### src/hw/cp15Pkg.sv
package cp15Pkg;

  // ******************************************************************
  // Widths with a meaning
  // ******************************************************************

  typedef logic [31:0] cp15Word_t;
  typedef logic [3:0]  cp15Addr_t;
  typedef logic [2:0]  cp15Op2_t;
  typedef logic [3:0]  cp15Crm_t;

  // ******************************************************************
  // Bundles passed between the blocks
  // ******************************************************************

  // One access after arbitration between the CPU and MMU ports
  typedef struct packed {
    logic      write;
    logic      read;
    cp15Addr_t addr;
    cp15Word_t wdata;
    logic      fromMmu;
  } cp15Req_t;

  // Cache and TLB maintenance commands
  typedef struct packed {
    logic flushI;
    logic flushD;
    logic cleanI;
    logic cleanD;
    logic tlbFlushI;
    logic tlbFlushD;
  } cp15Maint_t;

  // Named enable bits of the control register
  typedef struct packed {
    logic highVectors;
    logic icacheEnable;
    logic dcacheEnable;
    logic alignCheck;
    logic mmuEnable;
  } cp15Ctrl_t;

  // ******************************************************************
  // Register map
  // ******************************************************************

  localparam cp15Addr_t REG_ID        = 4'd0;
  localparam cp15Addr_t REG_CONTROL   = 4'd1;
  localparam cp15Addr_t REG_TBASE     = 4'd2;
  localparam cp15Addr_t REG_CACHE_OPS = 4'd7;
  localparam cp15Addr_t REG_TLB_OPS   = 4'd8;

  // Bit positions inside register 1
  localparam int CTRL_BIT_MMU    = 0;
  localparam int CTRL_BIT_ALIGN  = 1;
  localparam int CTRL_BIT_DCACHE = 2;
  localparam int CTRL_BIT_ICACHE = 12;
  localparam int CTRL_BIT_HIVEC  = 13;

endpackage

### src/hw/cp15AccessArbiter.sv
module cp15AccessArbiter
  import cp15Pkg::*;
(
  input  logic      cpuWriteEn,
  input  logic      cpuEn,
  input  logic      mmuWriteEn,
  input  logic      mmuEn,
  input  cp15Word_t cpuWriteData,
  input  cp15Word_t mmuWriteData,
  input  cp15Addr_t addr,
  output cp15Req_t  req,
  output logic      stall
);

  // ******************************************************************
  // Read and write intents per port
  // ******************************************************************

  logic cpuRead;
  logic mmuRead;
  logic writeConflict;
  logic readConflict;
  logic anyWrite;
  logic anyRead;

  // Enable without write enable is a read (MRC on the CPU side)
  assign cpuRead = cpuEn & ~cpuWriteEn;
  assign mmuRead = mmuEn & ~mmuWriteEn;

  assign anyWrite = cpuWriteEn | mmuWriteEn;
  assign anyRead  = cpuRead | mmuRead;

  // ******************************************************************
  // Conflicts
  // ******************************************************************

  // Same kind of access from both masters in one cycle
  assign writeConflict = cpuWriteEn & mmuWriteEn;
  assign readConflict  = cpuRead & mmuRead;

  // CPU has to hold its request until this drops
  assign stall = writeConflict | readConflict;

  // ******************************************************************
  // Granted request
  // ******************************************************************

  always_comb begin
    req.write = anyWrite;
    req.read  = anyRead;
    req.addr  = addr;

    // MMU data wins when both write
    if (mmuWriteEn) begin
      req.wdata = mmuWriteData;
    end else begin
      req.wdata = cpuWriteData;
    end

    // Source of the write if there is one, else of the read
    if (anyWrite) begin
      req.fromMmu = mmuWriteEn;
    end else begin
      req.fromMmu = mmuRead;
    end
  end

endmodule

### src/hw/cp15RegFile.sv
module cp15RegFile
  import cp15Pkg::*;
#(
  parameter cp15Word_t idCode       = 32'h41069265,
  parameter cp15Word_t controlReset = 32'h0
) (
  input  logic      clk,
  input  logic      reset,
  input  cp15Req_t  req,
  output cp15Word_t rd,
  output cp15Word_t control,
  output cp15Word_t tbase
);

  // ******************************************************************
  // Storage
  // ******************************************************************

  // Register 0 is the ID constant, so only 1 to 15 are flops
  cp15Word_t regs    [1:15];
  cp15Word_t regView [0:15];
  logic      wrValid;

  // Writes to the ID register are dropped
  assign wrValid = req.write & (req.addr != REG_ID);

  always_ff @(posedge clk) begin
    if (reset) begin
      for (int i = 1; i < 16; i++) begin
        regs[i] <= '0;
      end
      regs[REG_CONTROL] <= controlReset;
    end else begin
      for (int i = 1; i < 16; i++) begin
        if (wrValid && (req.addr == cp15Addr_t'(i))) begin
          regs[i] <= req.wdata;
        end
      end
    end
  end

  // ******************************************************************
  // Read port
  // ******************************************************************

  // Full sixteen-entry view with the ID word in slot 0
  always_comb begin
    regView[0] = idCode;
    for (int i = 1; i < 16; i++) begin
      regView[i] = regs[i];
    end
  end

  // Bus idles at zero outside a read
  always_comb begin
    if (req.read) begin
      rd = regView[req.addr];
    end else begin
      rd = '0;
    end
  end

  // ******************************************************************
  // Always-visible registers
  // ******************************************************************

  // The MMU and the caches watch these continuously
  assign control = regs[REG_CONTROL];
  assign tbase   = regs[REG_TBASE];

endmodule

### src/hw/cp15MaintDecoder.sv
module cp15MaintDecoder
  import cp15Pkg::*;
(
  input  cp15Req_t   req,
  input  cp15Op2_t   opcode2,
  input  cp15Crm_t   crm,
  output cp15Maint_t maintNext
);

  // ******************************************************************
  // Qualifiers
  // ******************************************************************

  logic op2Valid;
  logic cacheWrite;
  logic tlbWrite;

  // Only opcode2 of 0 or 1 selects a maintenance operation
  assign op2Valid = (opcode2 == 3'd0) | (opcode2 == 3'd1);

  assign cacheWrite = req.write & op2Valid & (req.addr == REG_CACHE_OPS);
  assign tlbWrite   = req.write & op2Valid & (req.addr == REG_TLB_OPS);

  // ******************************************************************
  // Register 7, cache flush and clean
  // ******************************************************************

  always_comb begin
    {maintNext.flushI, maintNext.flushD, maintNext.cleanI, maintNext.cleanD} = 4'b0000;
    if (cacheWrite) begin
      case (crm)
        4'b0111: begin
          {maintNext.flushI, maintNext.flushD, maintNext.cleanI, maintNext.cleanD} = 4'b1100;
        end
        4'b0101: begin
          {maintNext.flushI, maintNext.flushD, maintNext.cleanI, maintNext.cleanD} = 4'b1000;
        end
        4'b0110: begin
          {maintNext.flushI, maintNext.flushD, maintNext.cleanI, maintNext.cleanD} = 4'b0100;
        end
        4'b1011: begin
          {maintNext.flushI, maintNext.flushD, maintNext.cleanI, maintNext.cleanD} = 4'b0011;
        end
        4'b1010: begin
          {maintNext.flushI, maintNext.flushD, maintNext.cleanI, maintNext.cleanD} = 4'b0001;
        end
        // Clean and flush both caches
        4'b1111: begin
          {maintNext.flushI, maintNext.flushD, maintNext.cleanI, maintNext.cleanD} = 4'b1111;
        end
        4'b1110: begin
          {maintNext.flushI, maintNext.flushD, maintNext.cleanI, maintNext.cleanD} = 4'b0101;
        end
        default: ;
      endcase
    end
  end

  // ******************************************************************
  // Register 8, TLB flush
  // ******************************************************************

  always_comb begin
    {maintNext.tlbFlushI, maintNext.tlbFlushD} = 2'b00;
    if (tlbWrite) begin
      case (crm)
        4'b0111: {maintNext.tlbFlushI, maintNext.tlbFlushD} = 2'b11;
        4'b0101: {maintNext.tlbFlushI, maintNext.tlbFlushD} = 2'b10;
        4'b0110: {maintNext.tlbFlushI, maintNext.tlbFlushD} = 2'b01;
        default: ;
      endcase
    end
  end

endmodule

### src/hw/cp15SysOutputs.sv
module cp15SysOutputs
  import cp15Pkg::*;
(
  input  logic       clk,
  input  logic       reset,
  input  cp15Maint_t maintNext,
  input  cp15Word_t  control,
  output cp15Maint_t maint,
  output cp15Ctrl_t  ctrlFields
);

  // ******************************************************************
  // Maintenance pulses
  // ******************************************************************

  // One flop stage so each command starts cleanly at a clock edge,
  // the cycle after the write is taken
  always_ff @(posedge clk) begin
    if (reset) begin
      maint <= '0;
    end else begin
      maint <= maintNext;
    end
  end

  // ******************************************************************
  // Control register fields
  // ******************************************************************

  // M bit, turns address translation on
  assign ctrlFields.mmuEnable    = control[CTRL_BIT_MMU];

  // A bit
  assign ctrlFields.alignCheck   = control[CTRL_BIT_ALIGN];

  // C bit, data side cache
  assign ctrlFields.dcacheEnable = control[CTRL_BIT_DCACHE];

  // I bit, instruction side cache
  assign ctrlFields.icacheEnable = control[CTRL_BIT_ICACHE];

  // V bit, exception vectors at the top of memory
  assign ctrlFields.highVectors  = control[CTRL_BIT_HIVEC];

endmodule

### src/hw/coprocessor15.sv
module coprocessor15
  import cp15Pkg::*;
#(
  parameter cp15Word_t idCode       = 32'h41069265,
  parameter cp15Word_t controlReset = 32'h0
) (
  input  logic       clk,
  input  logic       reset,
  // Enable without write enable means read, on both ports
  input  logic       cpuWriteEn,
  input  logic       cpuEn,
  input  logic       mmuWriteEn,
  input  logic       mmuEn,
  input  cp15Word_t  cpuWriteData,
  input  cp15Word_t  mmuWriteData,
  input  cp15Addr_t  addr,
  input  cp15Op2_t   opcode2,
  input  cp15Crm_t   crm,
  output logic       stall,
  output cp15Word_t  rd,
  output cp15Word_t  control,
  output cp15Word_t  tbase,
  output cp15Maint_t maint,
  output cp15Ctrl_t  ctrlFields
);

  cp15Req_t   req;
  cp15Maint_t maintNext;

  cp15AccessArbiter arbiter_inst (
    .cpuWriteEn   (cpuWriteEn),
    .cpuEn        (cpuEn),
    .mmuWriteEn   (mmuWriteEn),
    .mmuEn        (mmuEn),
    .cpuWriteData (cpuWriteData),
    .mmuWriteData (mmuWriteData),
    .addr         (addr),
    .req          (req),
    .stall        (stall)
  );

  cp15RegFile #(
    .idCode       (idCode),
    .controlReset (controlReset)
  ) regFile_inst (
    .clk     (clk),
    .reset   (reset),
    .req     (req),
    .rd      (rd),
    .control (control),
    .tbase   (tbase)
  );

  cp15MaintDecoder maintDecoder_inst (
    .req       (req),
    .opcode2   (opcode2),
    .crm       (crm),
    .maintNext (maintNext)
  );

  cp15SysOutputs sysOutputs_inst (
    .clk        (clk),
    .reset      (reset),
    .maintNext  (maintNext),
    .control    (control),
    .maint      (maint),
    .ctrlFields (ctrlFields)
  );

endmodule

### config.mk
export PLATFORM = sky130hd
export DESIGN_NAME = coprocessor15
export DESIGN_NICKNAME = d
export VERILOG_FILES = /design/src/hw/cp15Pkg.sv /design/src/hw/cp15AccessArbiter.sv /design/src/hw/cp15RegFile.sv /design/src/hw/cp15MaintDecoder.sv /design/src/hw/cp15SysOutputs.sv /design/src/hw/coprocessor15.sv
export SDC_FILE = /design/constraint.sdc
export NUM_CORES = 1
export LEC_CHECK = 0
export BUFFER_PORTS_ARGS = -buffer_cell sky130_fd_sc_hd__buf_4
export CAP_MARGIN = 20
export CORE_AREA = 3 3 215 217
export DETAILED_ROUTE_END_ITERATION = 10
export DIE_AREA = 0 0 218 220
export PLACE_DENSITY = 0.75
export REMOVE_ABC_BUFFERS = 1
export SYNTH_ARGS = -nofsm -noshare
export SYNTH_HDL_FRONTEND = slang
export SYNTH_SLANG_ARGS = --single-unit
### constraint.sdc
create_clock -name clk -period 2.3 [get_ports clk]
set_input_delay 0.115 -clock clk [delete_from_list [all_inputs] [get_ports clk]]
set_output_delay 0.115 -clock clk [all_outputs]
set_load 0.02 [all_outputs]
; ---- Yosys cells after proc, flatten, opt, wreduce, memory -nomap -nowiden
; Memory sizes are Yosys's and may differ from the RTL's.
; Cells that the tools add are included.
[totals]
ff_bits = 6
mem_bits_rw = 480
input_bits = 81
output_inout_bits = 108
mem_count = 1
[mem_list]
columns = name, words, word_bits, read_ports, rd_clocked_by_memory_dff, wr, line_no
row1 = regFile_inst.regs, 15, 32, 15, 0, 15, cp15RegFile.sv:20  ; cp15Word_t regs [1:15];
[classes]
n_lt_le_gt_ge = 1
n_eq_ne = 23
n_mux = 70
bitwise = 33
reduce_logical = 19
[ops]
columns = op, count
row1 = 32-bit 2-to-1 mux, 20
row2 = 32-bit binary-select mux with 4-bit select, 1
row3 = 4-bit == test (second input constant), 12
row4 = 1-bit 2-to-1 mux, 47
row5 = 4-bit by 3-bit == test with 1-bit output (second input constant), 7
row6 = 4-bit one-hot mux with 7 select lines, 1
row7 = 1-bit bitwise OR, 20
row8 = 1-bit logical AND, 15
row9 = 1-bit AND, 8
row10 = 4-bit by 2-bit == test with 1-bit output (second input constant), 2
row11 = 2-bit one-hot mux with 3 select lines, 1
row12 = 5-bit >= comparator (second input constant), 1
row13 = 4-bit NOT with 5-bit output, 1
row14 = 4-bit by 1-bit == test with 1-bit output (second input constant), 1
row15 = 1-bit NOT, 4
row16 = 4-bit nonzero test, 1
row17 = 2-bit OR reduction, 2
row18 = 3-bit by 1-bit == test with 1-bit output (second input constant), 1
row19 = 3-bit zero test, 1

; ---- Depth between registers and ports, before layout
; Gate-level depths: netlist (run 1).
[depth]
ltp_word = 7
depth_mapped = 7
depth_no_buf = 3

; ---- Cells and area by module
; From an unflattened synthesis (run 1), not the netlist that was laid out.
[hier_totals]
hier_cells = 1590
hier_area_um2 = 23438.7
[by_module_without_submodules]
columns = module, n_inst, cells_each, area_each_um2, seq_area_each_um2
row1 = cp15RegFile, 1, 1508, 22515.3, 14413.8
row2 = cp15AccessArbiter, 1, 50, 611.8, 0.0
row3 = cp15SysOutputs, 1, 17, 195.2, 120.1
row4 = cp15MaintDecoder, 1, 15, 116.4, 0.0

; ---- Worst setup path before layout (run 1)
; Ideal clock, no wire load.
[synth_path]
kind = input port to flip-flop
startpoint = in addr[3]
endpoint = reg, netlist name regFile_inst.regs[1][128]
arrival_ns = 1.706
path_slack_ns = 0.204
cell_stages = 4
n_path_buf = 3
path_cell_list = buf_2 buf_4 clkbuf_1 a41o_1
[synth_rtl]
columns = item, line_no
row1 = start: declaration, coprocessor15.sv:16  ; input cp15Addr_t addr,

==> impl_metrics.env, run 1 <==
export IMPL_groute_layer_met1_usage_pct=31.9
export IMPL_yosys_warnings=0
export IMPL_ys_flop_type="sky130_fd_sc_hd__edfxtp_1"
export IMPL_basic_gate_share_of_the_synthesized_area_counting_and_or_nand_and_nor_cells_pct=10.5
export IMPL_startpoint_type="flip-flop"
export IMPL_cp_cell_sequence="mux2_2, a221oi_1, o32ai_1, buf_4, buf_6"
export IMPL_timing_fmax_mhz=437
export IMPL_whs_path_depth=4
export IMPL_post_dp_cell_area_um2=24200
export IMPL_synth_compound_gate_area_share_pct=2.83
export IMPL_antenna_violations_before_repair=1
export IMPL_die_width_um=218
export IMPL_gr_usage_met3_pct=4.22
export IMPL_post_synthesis_instance_area_um2=22200
export IMPL_num_antenna_cells=0
export IMPL_cts_sinks=486
export IMPL_max_stage_delay_ps=500
export IMPL_drt_initial_drc_count=1714
export IMPL_unrepaired_setup_endpoints_after_global_routing="true"
export IMPL_synth_avg_cell_area_um2=14.4
export IMPL_path_buf_inv=2
export IMPL_layout_nets=1779
export IMPL_critPathRequiredTime_ps=2180
export IMPL_fin_worst_hold_slack_ps=33.9
export IMPL_detail_route_wirelength_um=58500
export IMPL_mostFrequentLayoutCell="sky130_fd_sc_hd__nor2_1"
export IMPL_critical_path_cell_with_the_highest_stage_delay="sky130_fd_sc_hd__edfxtp_1"
export IMPL_ios=189
export IMPL_drv_slew=0
export IMPL_fin_area_um2=25900
export IMPL_hold_class="in -> reg"
export IMPL_ys_seq_elements=486
export IMPL_placement_row_count=77
export IMPL_yosys_area_share_adder_pct=0
export IMPL_synth_xor_area_share_pct=0
export IMPL_synth_edf_count=480
export IMPL_synth_async_reset_ratio_pct=0
export IMPL_antenna_left=0
export IMPL_synth_yosys_seq_area_share_pct=65.6
export IMPL_vias=13900
export IMPL_overflow=0
export IMPL_grt_start_max_net_pins=72
export IMPL_min_delay_worst_endpoint="regFile_inst.regs[0][146]$_SDFFCE_PN0P_"
export IMPL_critical_path_max_fanout=2
export IMPL_critical_path_class="reg -> out"
export IMPL_synth_top_cell_by_area="sky130_fd_sc_hd__edfxtp_1"
export IMPL_yosys_mux_area_fraction_pct=15.0
export IMPL_synth_top_cell_area_share_pct=65.0
export IMPL_status="finished, final reports clean"
export IMPL_number_of_hold_violations_in_the_final_report=0
export IMPL_clk_transition_reported_paths_ps=60
export IMPL_post_synth_num_cell_types=41
export IMPL_critPathCaptureType="primary output"
export IMPL_synth_area_top_cells="sky130_fd_sc_hd__edfxtp_1 65%, sky130_fd_sc_hd__mux4_2 9.6%, sky130_fd_sc_hd__nor2_1 8.2%, sky130_fd_sc_hd__mux2i_1 4.2%, sky130_fd_sc_hd__buf_4 2.5%"
export IMPL_buffer_ports_inserted=187
export IMPL_leakage_nw=9.70
export IMPL_post_cts_repair_setup_buffers=0
export IMPL_place_gp_congestion=0.799
export IMPL_dpl_hpwl_um=36100
export IMPL_cts_buffers=49
export IMPL_gr_usage_all_layers_pct=24.5
export IMPL_drive_above_1_share_pct=30.9
export IMPL_groute_layer_met2_usage_pct=41.2
export IMPL_vdd_ir_drop_worst_mv=0.677
export IMPL_cap_viol_max_count=0
export IMPL_dr_wl_cell_um=25.1
export IMPL_timing_hold_worst_start="cpuWriteData[18]"
export IMPL_via_count_of_the_first_global_routing_pass=14200
export IMPL_grt_first_pass_wirelength_um=86800
export IMPL_floorplan_initialDensity_pct=50.0
export IMPL_timing_final_crit_share_pct=99.5
export IMPL_report_final_setup_viol=0
export IMPL_first_pass_iteration_count_of_the_detailed_router=5
export IMPL_synth_top_family_by_area="multiplexers"
export IMPL_detail_route_vias_per_cell=5.99
export IMPL_most_frequent_cells_in_the_layout="483 x sky130_fd_sc_hd__nor2_1, 480 x sky130_fd_sc_hd__edfxtp_1, 280 x sky130_fd_sc_hd__buf_4"
export IMPL_timing_critical_path_max_delay_family="flip-flops"
export IMPL_clock_tree_htree_level_count=2
export IMPL_tritoncts_clock_tree="done"
export IMPL_slew_of_the_pin_with_the_lowest_slew_margin_ps=1070
export IMPL_layout_area_overhead_vs_synth_pct=16.7
export IMPL_post_route_drc_count=0
export IMPL_power_per_cell_area_nw_per_um2=794
export IMPL_cts_max_path_buffers=3
export IMPL_floorplan_die_area_um2=48000
export IMPL_synthCells=1543
export IMPL_cp_data_arrival_time_ps=2170
export IMPL_slew_headroom_pct=28.7
export IMPL_most_used_routing_layer="met2"
export IMPL_fin_crit_ps=2290
export IMPL_die_y_um=220
export IMPL_p_total_mw=20.5
export IMPL_core_area_um2=44300
export IMPL_clockRootBuffer="sky130_fd_sc_hd__clkbuf_16"
worst max-delay path by stage:
stage	start	endpoint	slack, ps	depth (start not counted)
3_3_place_gp	addr[0]	rd[14]	160	6
3_5_place_dp	addr[0]	rd[14]	160	6
4_1_cts	regFile_inst.regs[1][255]$_SDFFCE_PN0P_	rd[31]	10	5
2_1_floorplan	mmuEn	rd[29]	-260	3
6_report	regFile_inst.regs[0][39]$_SDFFCE_PN0P_	rd[7]	10	5
5_1_grt	regFile_inst.regs[1][255]$_SDFFCE_PN0P_	rd[31]	-5	5
where the power goes:
| group | leakage (nW) | internal (mW) | total (mW) | switching [mW] |
|---|---|---|---|---|
| clock | 0.757 | 4.33 | 7.72 | 3.39 |
| sequential | 4.67 | 10.3 | 10.5 | 0.179 |
| combinational | 4.28 | 0.991 | 2.33 | 1.34 |
| total | 9.70 | 15.6 | 20.5 | 4.91 |
per-layer routing:
metal | part of all wire (%) | wire, µm
met5 | 0.017 | 10
met4 | 3.8 | 2240
met3 | 10 | 5990
met2 | 49 | 28500
met1 | 37 | 21700
cell type report:
type | count | area (µm²)
fill | 3381 | 18500
sequential | 486 | 14500
multi-input combinational | 848 | 6380
timing repair buffer | 312 | 2650
clock buffer | 56 | 1270
tap | 592 | 741
clock inverter | 34 | 270
inverter | 1 | 3.75
stage by stage:
step | TNS [ps] | cells | setup slack (ps) | utilization (%)
6_report | 0 | 2329 | 10.9 | 58.3
5_1_grt | -4.87 | 2329 | -4.87 | 58.3
4_1_cts | 0 | 2329 | 12.3 | 58.3
3_5_place_dp | 0 | 2233 | 161 | 54.7
3_3_place_gp | 0 | 2233 | 161 | 54.7
2_1_floorplan | -19130 | 1335 | -263 | -
timing repair:
| action | in CTS | in global routing |
|---|---|---|
| hold endpoints to repair | 6 | 0 |
| gates cloned | 0 | 0 |
| hold buffers | 6 | 0 |
| resized for setup | 4 | 1 |
| setup endpoints to repair | 1 | 2 |
flip-flops by register name, summed over array words and instances, names as in the netlist:
register / count
sysOutputs_inst.maint: 6
regFile_inst.regs: 480
Yosys cell counts, types with 9 or more instances:
| library cell | instances |
|---|---|
| sky130_fd_sc_hd__a21o_1 | 9 |
| sky130_fd_sc_hd__a221oi_1 | 25 |
| sky130_fd_sc_hd__buf_2 | 96 |
| sky130_fd_sc_hd__buf_4 | 74 |
| sky130_fd_sc_hd__buf_6 | 14 |
| sky130_fd_sc_hd__clkbuf_1 | 18 |
| sky130_fd_sc_hd__edfxtp_1 | 480 |
| sky130_fd_sc_hd__mux2_2 | 25 |
| sky130_fd_sc_hd__mux2i_1 | 93 |
| sky130_fd_sc_hd__mux4_2 | 94 |
| sky130_fd_sc_hd__nor2_1 | 483 |
| sky130_fd_sc_hd__nor2b_1 | 36 |
| sky130_fd_sc_hd__o22ai_1 | 9 |
| sky130_fd_sc_hd__o32ai_1 | 21 |
logic make-up after synthesis:
| group | count (synthesis) |
|---|---|
| multiplexers | 212 |
| AO/OA/AOI/OAI | 76 |
| flip-flops | 486 |
| buffers and inverters | 209 |
| AND/OR/NAND/NOR | 560 |
No activity file was read; power rests on OpenSTA's default activity.
==> run 2, diff against run 1 <==
--- a/config.mk
+++ b/config.mk
@@ -7,11 +7,10 @@
 export LEC_CHECK = 0
 export BUFFER_PORTS_ARGS = -buffer_cell sky130_fd_sc_hd__buf_4
 export CAP_MARGIN = 20
-export CORE_AREA = 3 3 215 217
+export CORE_AREA = 3 3 226 228
 export DETAILED_ROUTE_END_ITERATION = 10
-export DIE_AREA = 0 0 218 220
-export PLACE_DENSITY = 0.75
-export REMOVE_ABC_BUFFERS = 1
+export DIE_AREA = 0 0 229 231
+export PLACE_DENSITY = 0.7
 export SYNTH_ARGS = -nofsm -noshare
 export SYNTH_HDL_FRONTEND = slang
 export SYNTH_SLANG_ARGS = --single-unit
==> run 2 against run 1 <==
Combinational power is essentially flat; utilization is 5.0 points lower; cell area up 1.2%; power grew 1.3%; final cell count increased by 3.7%; global-route usage fell by 1.9 points; wire length grew 1.8%.
==> impl_metrics.env, run 2 (synthesis gave the netlist of run 1 again) <==
export IMPL_status="finished, final reports clean"
export IMPL_ios=189
export IMPL_most_frequent_cells_in_the_layout="483 x sky130_fd_sc_hd__nor2_1, 480 x sky130_fd_sc_hd__edfxtp_1, 280 x sky130_fd_sc_hd__buf_4"
export IMPL_grt_start_max_net_pins=41
export IMPL_dp_worst_setup_slack_ps=179
export IMPL_p_switching_mw=4.89
export IMPL_number_of_placed_instances_with_taps_included=2314
export IMPL_power_share_switching_pct=23.5
export IMPL_clockRootBuffer="sky130_fd_sc_hd__clkbuf_16"
export IMPL_cp_data_arrival_time_ps=2130
export IMPL_timing_critical_path_depth=4
export IMPL_place_gp_congestion=0.822
export IMPL_power_per_cell_area_nw_per_um2=795
export IMPL_placement_row_count=81
export IMPL_report_final_setup_viol=0
export IMPL_cap_viol_max_count=0
export IMPL_hold_class="in -> reg"
export IMPL_final_util_pct=53.3
export IMPL_fin_crit_ps=2240
export IMPL_buffer_ports_inserted=187
export IMPL_antenna_violations_before_repair=0
export IMPL_post_dp_cell_area_um2=24500
export IMPL_detail_route_vias_per_cell=5.68
export IMPL_drv_slew=0
export IMPL_die_y_um=231
export IMPL_detail_route_wirelength_um=59500
export IMPL_floorplan_initialDensity_pct=45.2
export IMPL_cp_cell_sequence="mux2_2, a221oi_1, o32ai_1, buf_4"
export IMPL_post_cts_repair_setup_buffers=0
export IMPL_min_delay_worst_endpoint="regFile_inst.regs[0][145]$_SDFFCE_PN0P_"
export IMPL_via_count_of_the_first_global_routing_pass=14300
export IMPL_timing_fmax_mhz=445
export IMPL_drive_above_1_share_pct=30.3
export IMPL_clock_power_share_pct=38.3
export IMPL_slew_of_the_pin_with_the_lowest_slew_margin_ps=941
export IMPL_overflow=0
export IMPL_die_width_um=229
export IMPL_timing_critical_path_max_delay_family="compound AO/OA/AOI/OAI gates"
export IMPL_layout_nets=1789
export IMPL_dpl_hpwl_um=37500
export IMPL_internal_power_mw=15.9
export IMPL_startpoint_type="flip-flop"
export IMPL_critical_path_cell_with_the_highest_stage_delay="sky130_fd_sc_hd__edfxtp_1"
export IMPL_top_regs="regFile_inst.regs: 480 flops, sysOutputs_inst.maint: 6 flops"
export IMPL_mostFrequentLayoutCell="sky130_fd_sc_hd__nor2_1"
export IMPL_leakage_nw=9.82
export IMPL_tns_ps=0
export IMPL_slew_headroom_pct=37.0
export IMPL_area_of_the_multi_input_gates_um2=6340
export IMPL_timing_hold_worst_start="cpuWriteData[17]"
export IMPL_tritoncts_clock_tree="done"
export IMPL_clock_tree_htree_level_count=2
export IMPL_number_of_hold_violations_in_the_final_report=0
export IMPL_gr_usage_all_layers_pct=22.6
export IMPL_clk_transition_reported_paths_ps=60
export IMPL_vias=13700
export IMPL_dr_wl_cell_um=24.6
export IMPL_critPathRequiredTime_ps=2180
export IMPL_combPwrFrac_pct=11.4
export IMPL_largest_register_ffs=480
export IMPL_post_route_drc_count=0
export IMPL_proportion_of_power_drawn_by_flip_flops_and_latches_pct=50.4
export IMPL_cts_buffers=50
export IMPL_register_with_the_highest_flop_count="regFile_inst.regs"
export IMPL_vdd_ir_drop_worst_mv=0.476
export IMPL_seq_area_um2=14500
export IMPL_fin_area_um2=26200
export IMPL_critPathCaptureType="primary output"
export IMPL_drt_initial_drc_count=1366
export IMPL_grt_first_pass_wirelength_um=89200
export IMPL_whs_path_depth=4
export IMPL_path_buf_inv=1
export IMPL_first_pass_iteration_count_of_the_detailed_router=5
export IMPL_antenna_left=0
export IMPL_max_stage_delay_ps=470
export IMPL_cts_sinks=486
export IMPL_fillCellCount=4015
export IMPL_core_area_um2=49100
export IMPL_timing_final_crit_share_pct=97.6
export IMPL_critical_path_class="reg -> out"
export IMPL_final_setup_worst_slack_ps=55.0
export IMPL_layout_area_overhead_vs_synth_pct=18.0
export IMPL_final_non_filler_cells=2415
export IMPL_floorplan_die_area_um2=52900
export IMPL_critical_path_max_fanout=2
export IMPL_synth_fp_nets=1624
export IMPL_cts_max_path_buffers=3
## run 2: cell types whose count changed in the layout (fill, tap and decap cells not counted), sizes merged
cell	delta
buf	+9
diode	+1
clkinv	-2
clkbuf	+5
inv	-1
bufinv	+2
## run 2: layout make-up
cell class	instances	share of cell area [%]
flip-flops and latches	486	55.6
multi-input cells	848	24.3
repair buffers	321	10.8
clock buffers	61	4.94
well taps	664	3.18
clock inverters	33	1.19
inverters	1	0.0144
diodes	1	0.00957
## run 2: routing by layer
layer	vias up	global-route usage, %	part of all wire (%)
met5	-	0	0
met4	0	9.00	3.6
met3	113	5.06	9.2
met2	637	37.9	49
met1	7030	28.7	38
li1	5940	-	-
## run 2: repair_timing
item / in CTS / in global routing
endpoints found under the setup margin: 1 / 1
resized for setup: 1 / 3
hold buffers: 6 / 0
gates cloned: 0 / 0
hold endpoints to repair: 6 / 0
## run 2: per-stage QoR
step / hold slack [ps] / power, mW
after floorplan: 237 / 12.1
after detailed placement: 346 / 13.0
after global placement: 345 / 12.9
final: 37.0 / 20.8
after CTS: 7.66 / 20.9
after global routing: 36.0 / 21.5
## run 2: how the worst max path moves through the flow
stage	startpoint	to
after floorplan	addr[3]	regFile_inst.regs[1][128]$_SDFFCE_PN0P_
after global placement	addr[0]	rd[26]
after detailed placement	addr[0]	rd[26]
after CTS	regFile_inst.regs[0][235]$_SDFFCE_PN0P_	rd[11]
after global routing	regFile_inst.regs[0][48]$_SDFFCE_PN0P_	rd[16]
final	regFile_inst.regs[0][54]$_SDFFCE_PN0P_	rd[22]
## run 2: power by group through the flow
stage / sequential (mW) / combinational, mW / clock, mW
after detailed placement: 10.7 / 2.36 / 0
after CTS: 10.5 / 2.37 / 8.10
after global placement: 10.6 / 2.33 / 0
after global routing: 10.5 / 2.51 / 8.44
after floorplan: 10.6 / 1.49 / 0
final: 10.5 / 2.36 / 7.96
==> run 3, diff against run 2 <==
--- a/config.mk
+++ b/config.mk
@@ -8,8 +8,10 @@
 export BUFFER_PORTS_ARGS = -buffer_cell sky130_fd_sc_hd__buf_4
 export CAP_MARGIN = 20
 export CORE_AREA = 3 3 226 228
+export CTS_BUF_LIST = sky130_fd_sc_hd__clkbuf_16
 export DETAILED_ROUTE_END_ITERATION = 10
 export DIE_AREA = 0 0 229 231
+export GPL_ROUTABILITY_DRIVEN = 0
 export PLACE_DENSITY = 0.7
 export SYNTH_ARGS = -nofsm -noshare
 export SYNTH_HDL_FRONTEND = slang
==> run 3 against run 2 <==
Global-route usage barely moved; final cell count did not move; combinational power barely moved; critical endpoint is now rd[11].
==> impl_metrics.env, run 3 (synthesis gave the netlist of run 1 again) <==
export IMPL_status="finished, final reports clean"
export IMPL_die_width_um=229
export IMPL_clk_transition_reported_paths_ps=60
export IMPL_report_final_setup_viol=0
export IMPL_worst_setup_path_startpoint="regFile_inst.regs[0][235]$_SDFFCE_PN0P_"
export IMPL_antenna_violations_before_repair=0
export IMPL_largest_register_ffs=480
export IMPL_gr_usage_all_layers_pct=22.6
export IMPL_first_pass_iteration_count_of_the_detailed_router=5
export IMPL_grt_first_pass_wirelength_um=89200
export IMPL_dr_wl_cell_um=24.7
export IMPL_power_per_cell_area_nw_per_um2=793
export IMPL_timing_hold_worst_start="cpuWriteData[17]"
export IMPL_startpoint_type="flip-flop"
export IMPL_leakage_nw=9.87
export IMPL_mostFrequentLayoutCell="sky130_fd_sc_hd__nor2_1"
export IMPL_dpl_hpwl_um=37500
export IMPL_clockRootBuffer="sky130_fd_sc_hd__clkbuf_16"
export IMPL_die_y_um=231
export IMPL_critical_path_class="reg -> out"
export IMPL_slew_of_the_pin_with_the_lowest_slew_margin_ps=957
export IMPL_number_of_placed_instances_with_taps_included=2314
export IMPL_floorplan_initialDensity_pct=45.2
export IMPL_final_non_filler_cells=2415
export IMPL_cap_viol_max_count=0
export IMPL_buffer_ports_inserted=187
export IMPL_fillCellCount=4015
export IMPL_via_count_of_the_first_global_routing_pass=14300
export IMPL_cts_max_path_buffers=3
export IMPL_dp_worst_setup_slack_ps=179
export IMPL_grt_start_max_net_pins=41
export IMPL_number_of_hold_violations_in_the_final_report=0
export IMPL_register_with_the_highest_flop_count="regFile_inst.regs"
export IMPL_vias=13700
export IMPL_cts_sinks=486
export IMPL_ios=189
export IMPL_overflow=0
export IMPL_drv_slew=0
export IMPL_cts_buffers=50
export IMPL_tritoncts_clock_tree="done"
export IMPL_vdd_ir_drop_worst_mv=0.474
export IMPL_timing_fmax_mhz=447
export IMPL_layout_area_overhead_vs_synth_pct=18.0
export IMPL_fin_area_um2=26200
export IMPL_post_dp_cell_area_um2=24500
export IMPL_cp_data_arrival_time_ps=2120
export IMPL_post_route_drc_count=0
export IMPL_core_area_um2=49100
export IMPL_final_util_pct=53.3
export IMPL_post_cts_repair_setup_buffers=0
export IMPL_hold_class="in -> reg"
export IMPL_top_regs="regFile_inst.regs: 480 flops, sysOutputs_inst.maint: 6 flops"
export IMPL_critPathCaptureType="primary output"
export IMPL_layout_nets=1789
export IMPL_drt_initial_drc_count=1407
export IMPL_slew_headroom_pct=36.0
export IMPL_fin_crit_ps=2240
export IMPL_detail_route_vias_per_cell=5.69
export IMPL_synth_fp_nets=1624
export IMPL_drive_above_1_share_pct=30.3
export IMPL_final_setup_worst_slack_ps=61.5
export IMPL_detail_route_wirelength_um=59600
export IMPL_clock_tree_htree_level_count=2
export IMPL_timing_final_crit_share_pct=97.3
export IMPL_most_frequent_cells_in_the_layout="483 x sky130_fd_sc_hd__nor2_1, 480 x sky130_fd_sc_hd__edfxtp_1, 280 x sky130_fd_sc_hd__buf_4"
export IMPL_antenna_left=0
export IMPL_critPathRequiredTime_ps=2180
export IMPL_placement_row_count=81
export IMPL_critical_path_max_fanout=1
export IMPL_floorplan_die_area_um2=52900
==> run 3: layout make-up <==
| class | instances | area [µm²] | share of cell area (%) |
|---|---|---|---|
| Sequential cell | 486 | 14500 | 55.6 |
| Multi-Input combinational cell | 848 | 6340 | 24.3 |
| Timing Repair Buffer | 321 | 2840 | 10.8 |
| Clock buffer | 50 | 1250 | 4.78 |
| Tap cell | 664 | 831 | 3.18 |
| Clock inverter | 44 | 353 | 1.35 |
| Inverter | 1 | 3.75 | 0.0144 |
| Antenna cell | 1 | 2.50 | 0.00957 |
==> run 3: critical path, cell delays in order (launching register included) <==
cell and delay, ps:
sky130_fd_sc_hd__edfxtp_1 380, sky130_fd_sc_hd__mux4_2 480, sky130_fd_sc_hd__mux2i_1 230, sky130_fd_sc_hd__o32ai_1 190
sky130_fd_sc_hd__buf_4 240
==> run 3: where the power goes <==
| group | internal, mW | leakage [nW] | switching, mW | total, mW |
|---|---|---|---|---|
| clock | 4.53 | 0.827 | 3.39 | 7.92 |
| combinational | 1.02 | 4.38 | 1.34 | 2.36 |
| sequential | 10.3 | 4.67 | 0.175 | 10.5 |
| total | 15.8 | 9.87 | 4.90 | 20.7 |
==> run 3: worst paths after layout <==
path                                 endpoint  cells after the start
min   regFile_inst.regs[0][145]$_SDFFCE_PN0P_                      4
max                                    rd[11]                      4
==> run 3: metrics by stage <==
step	hold slack [ps]	power (mW)	TNS, ps
after global placement	345	12.9	0
after detailed placement	346	13.0	0
final	34.4	20.7	0
after floorplan	237	12.1	0
after global routing	36.0	21.4	-9.57
after CTS	7.66	20.9	0
==> run 3: repair_timing <==
item	CTS	global route
hold buffers	6	0
resized for setup	1	3
hold endpoints to repair	6	0
setup endpoints to repair	1	1
pin swaps	0	0
==> run 3: per-layer routing <==
layer / global-route usage [%] / part of all wire, % / routed length [µm]
met1: 28.7 / 38 / 22400
met2: 37.9 / 49 / 29400
met3: 5.06 / 9.5 / 5670
met4: 9.00 / 3.5 / 2100
met5: 0 / 0 / 0
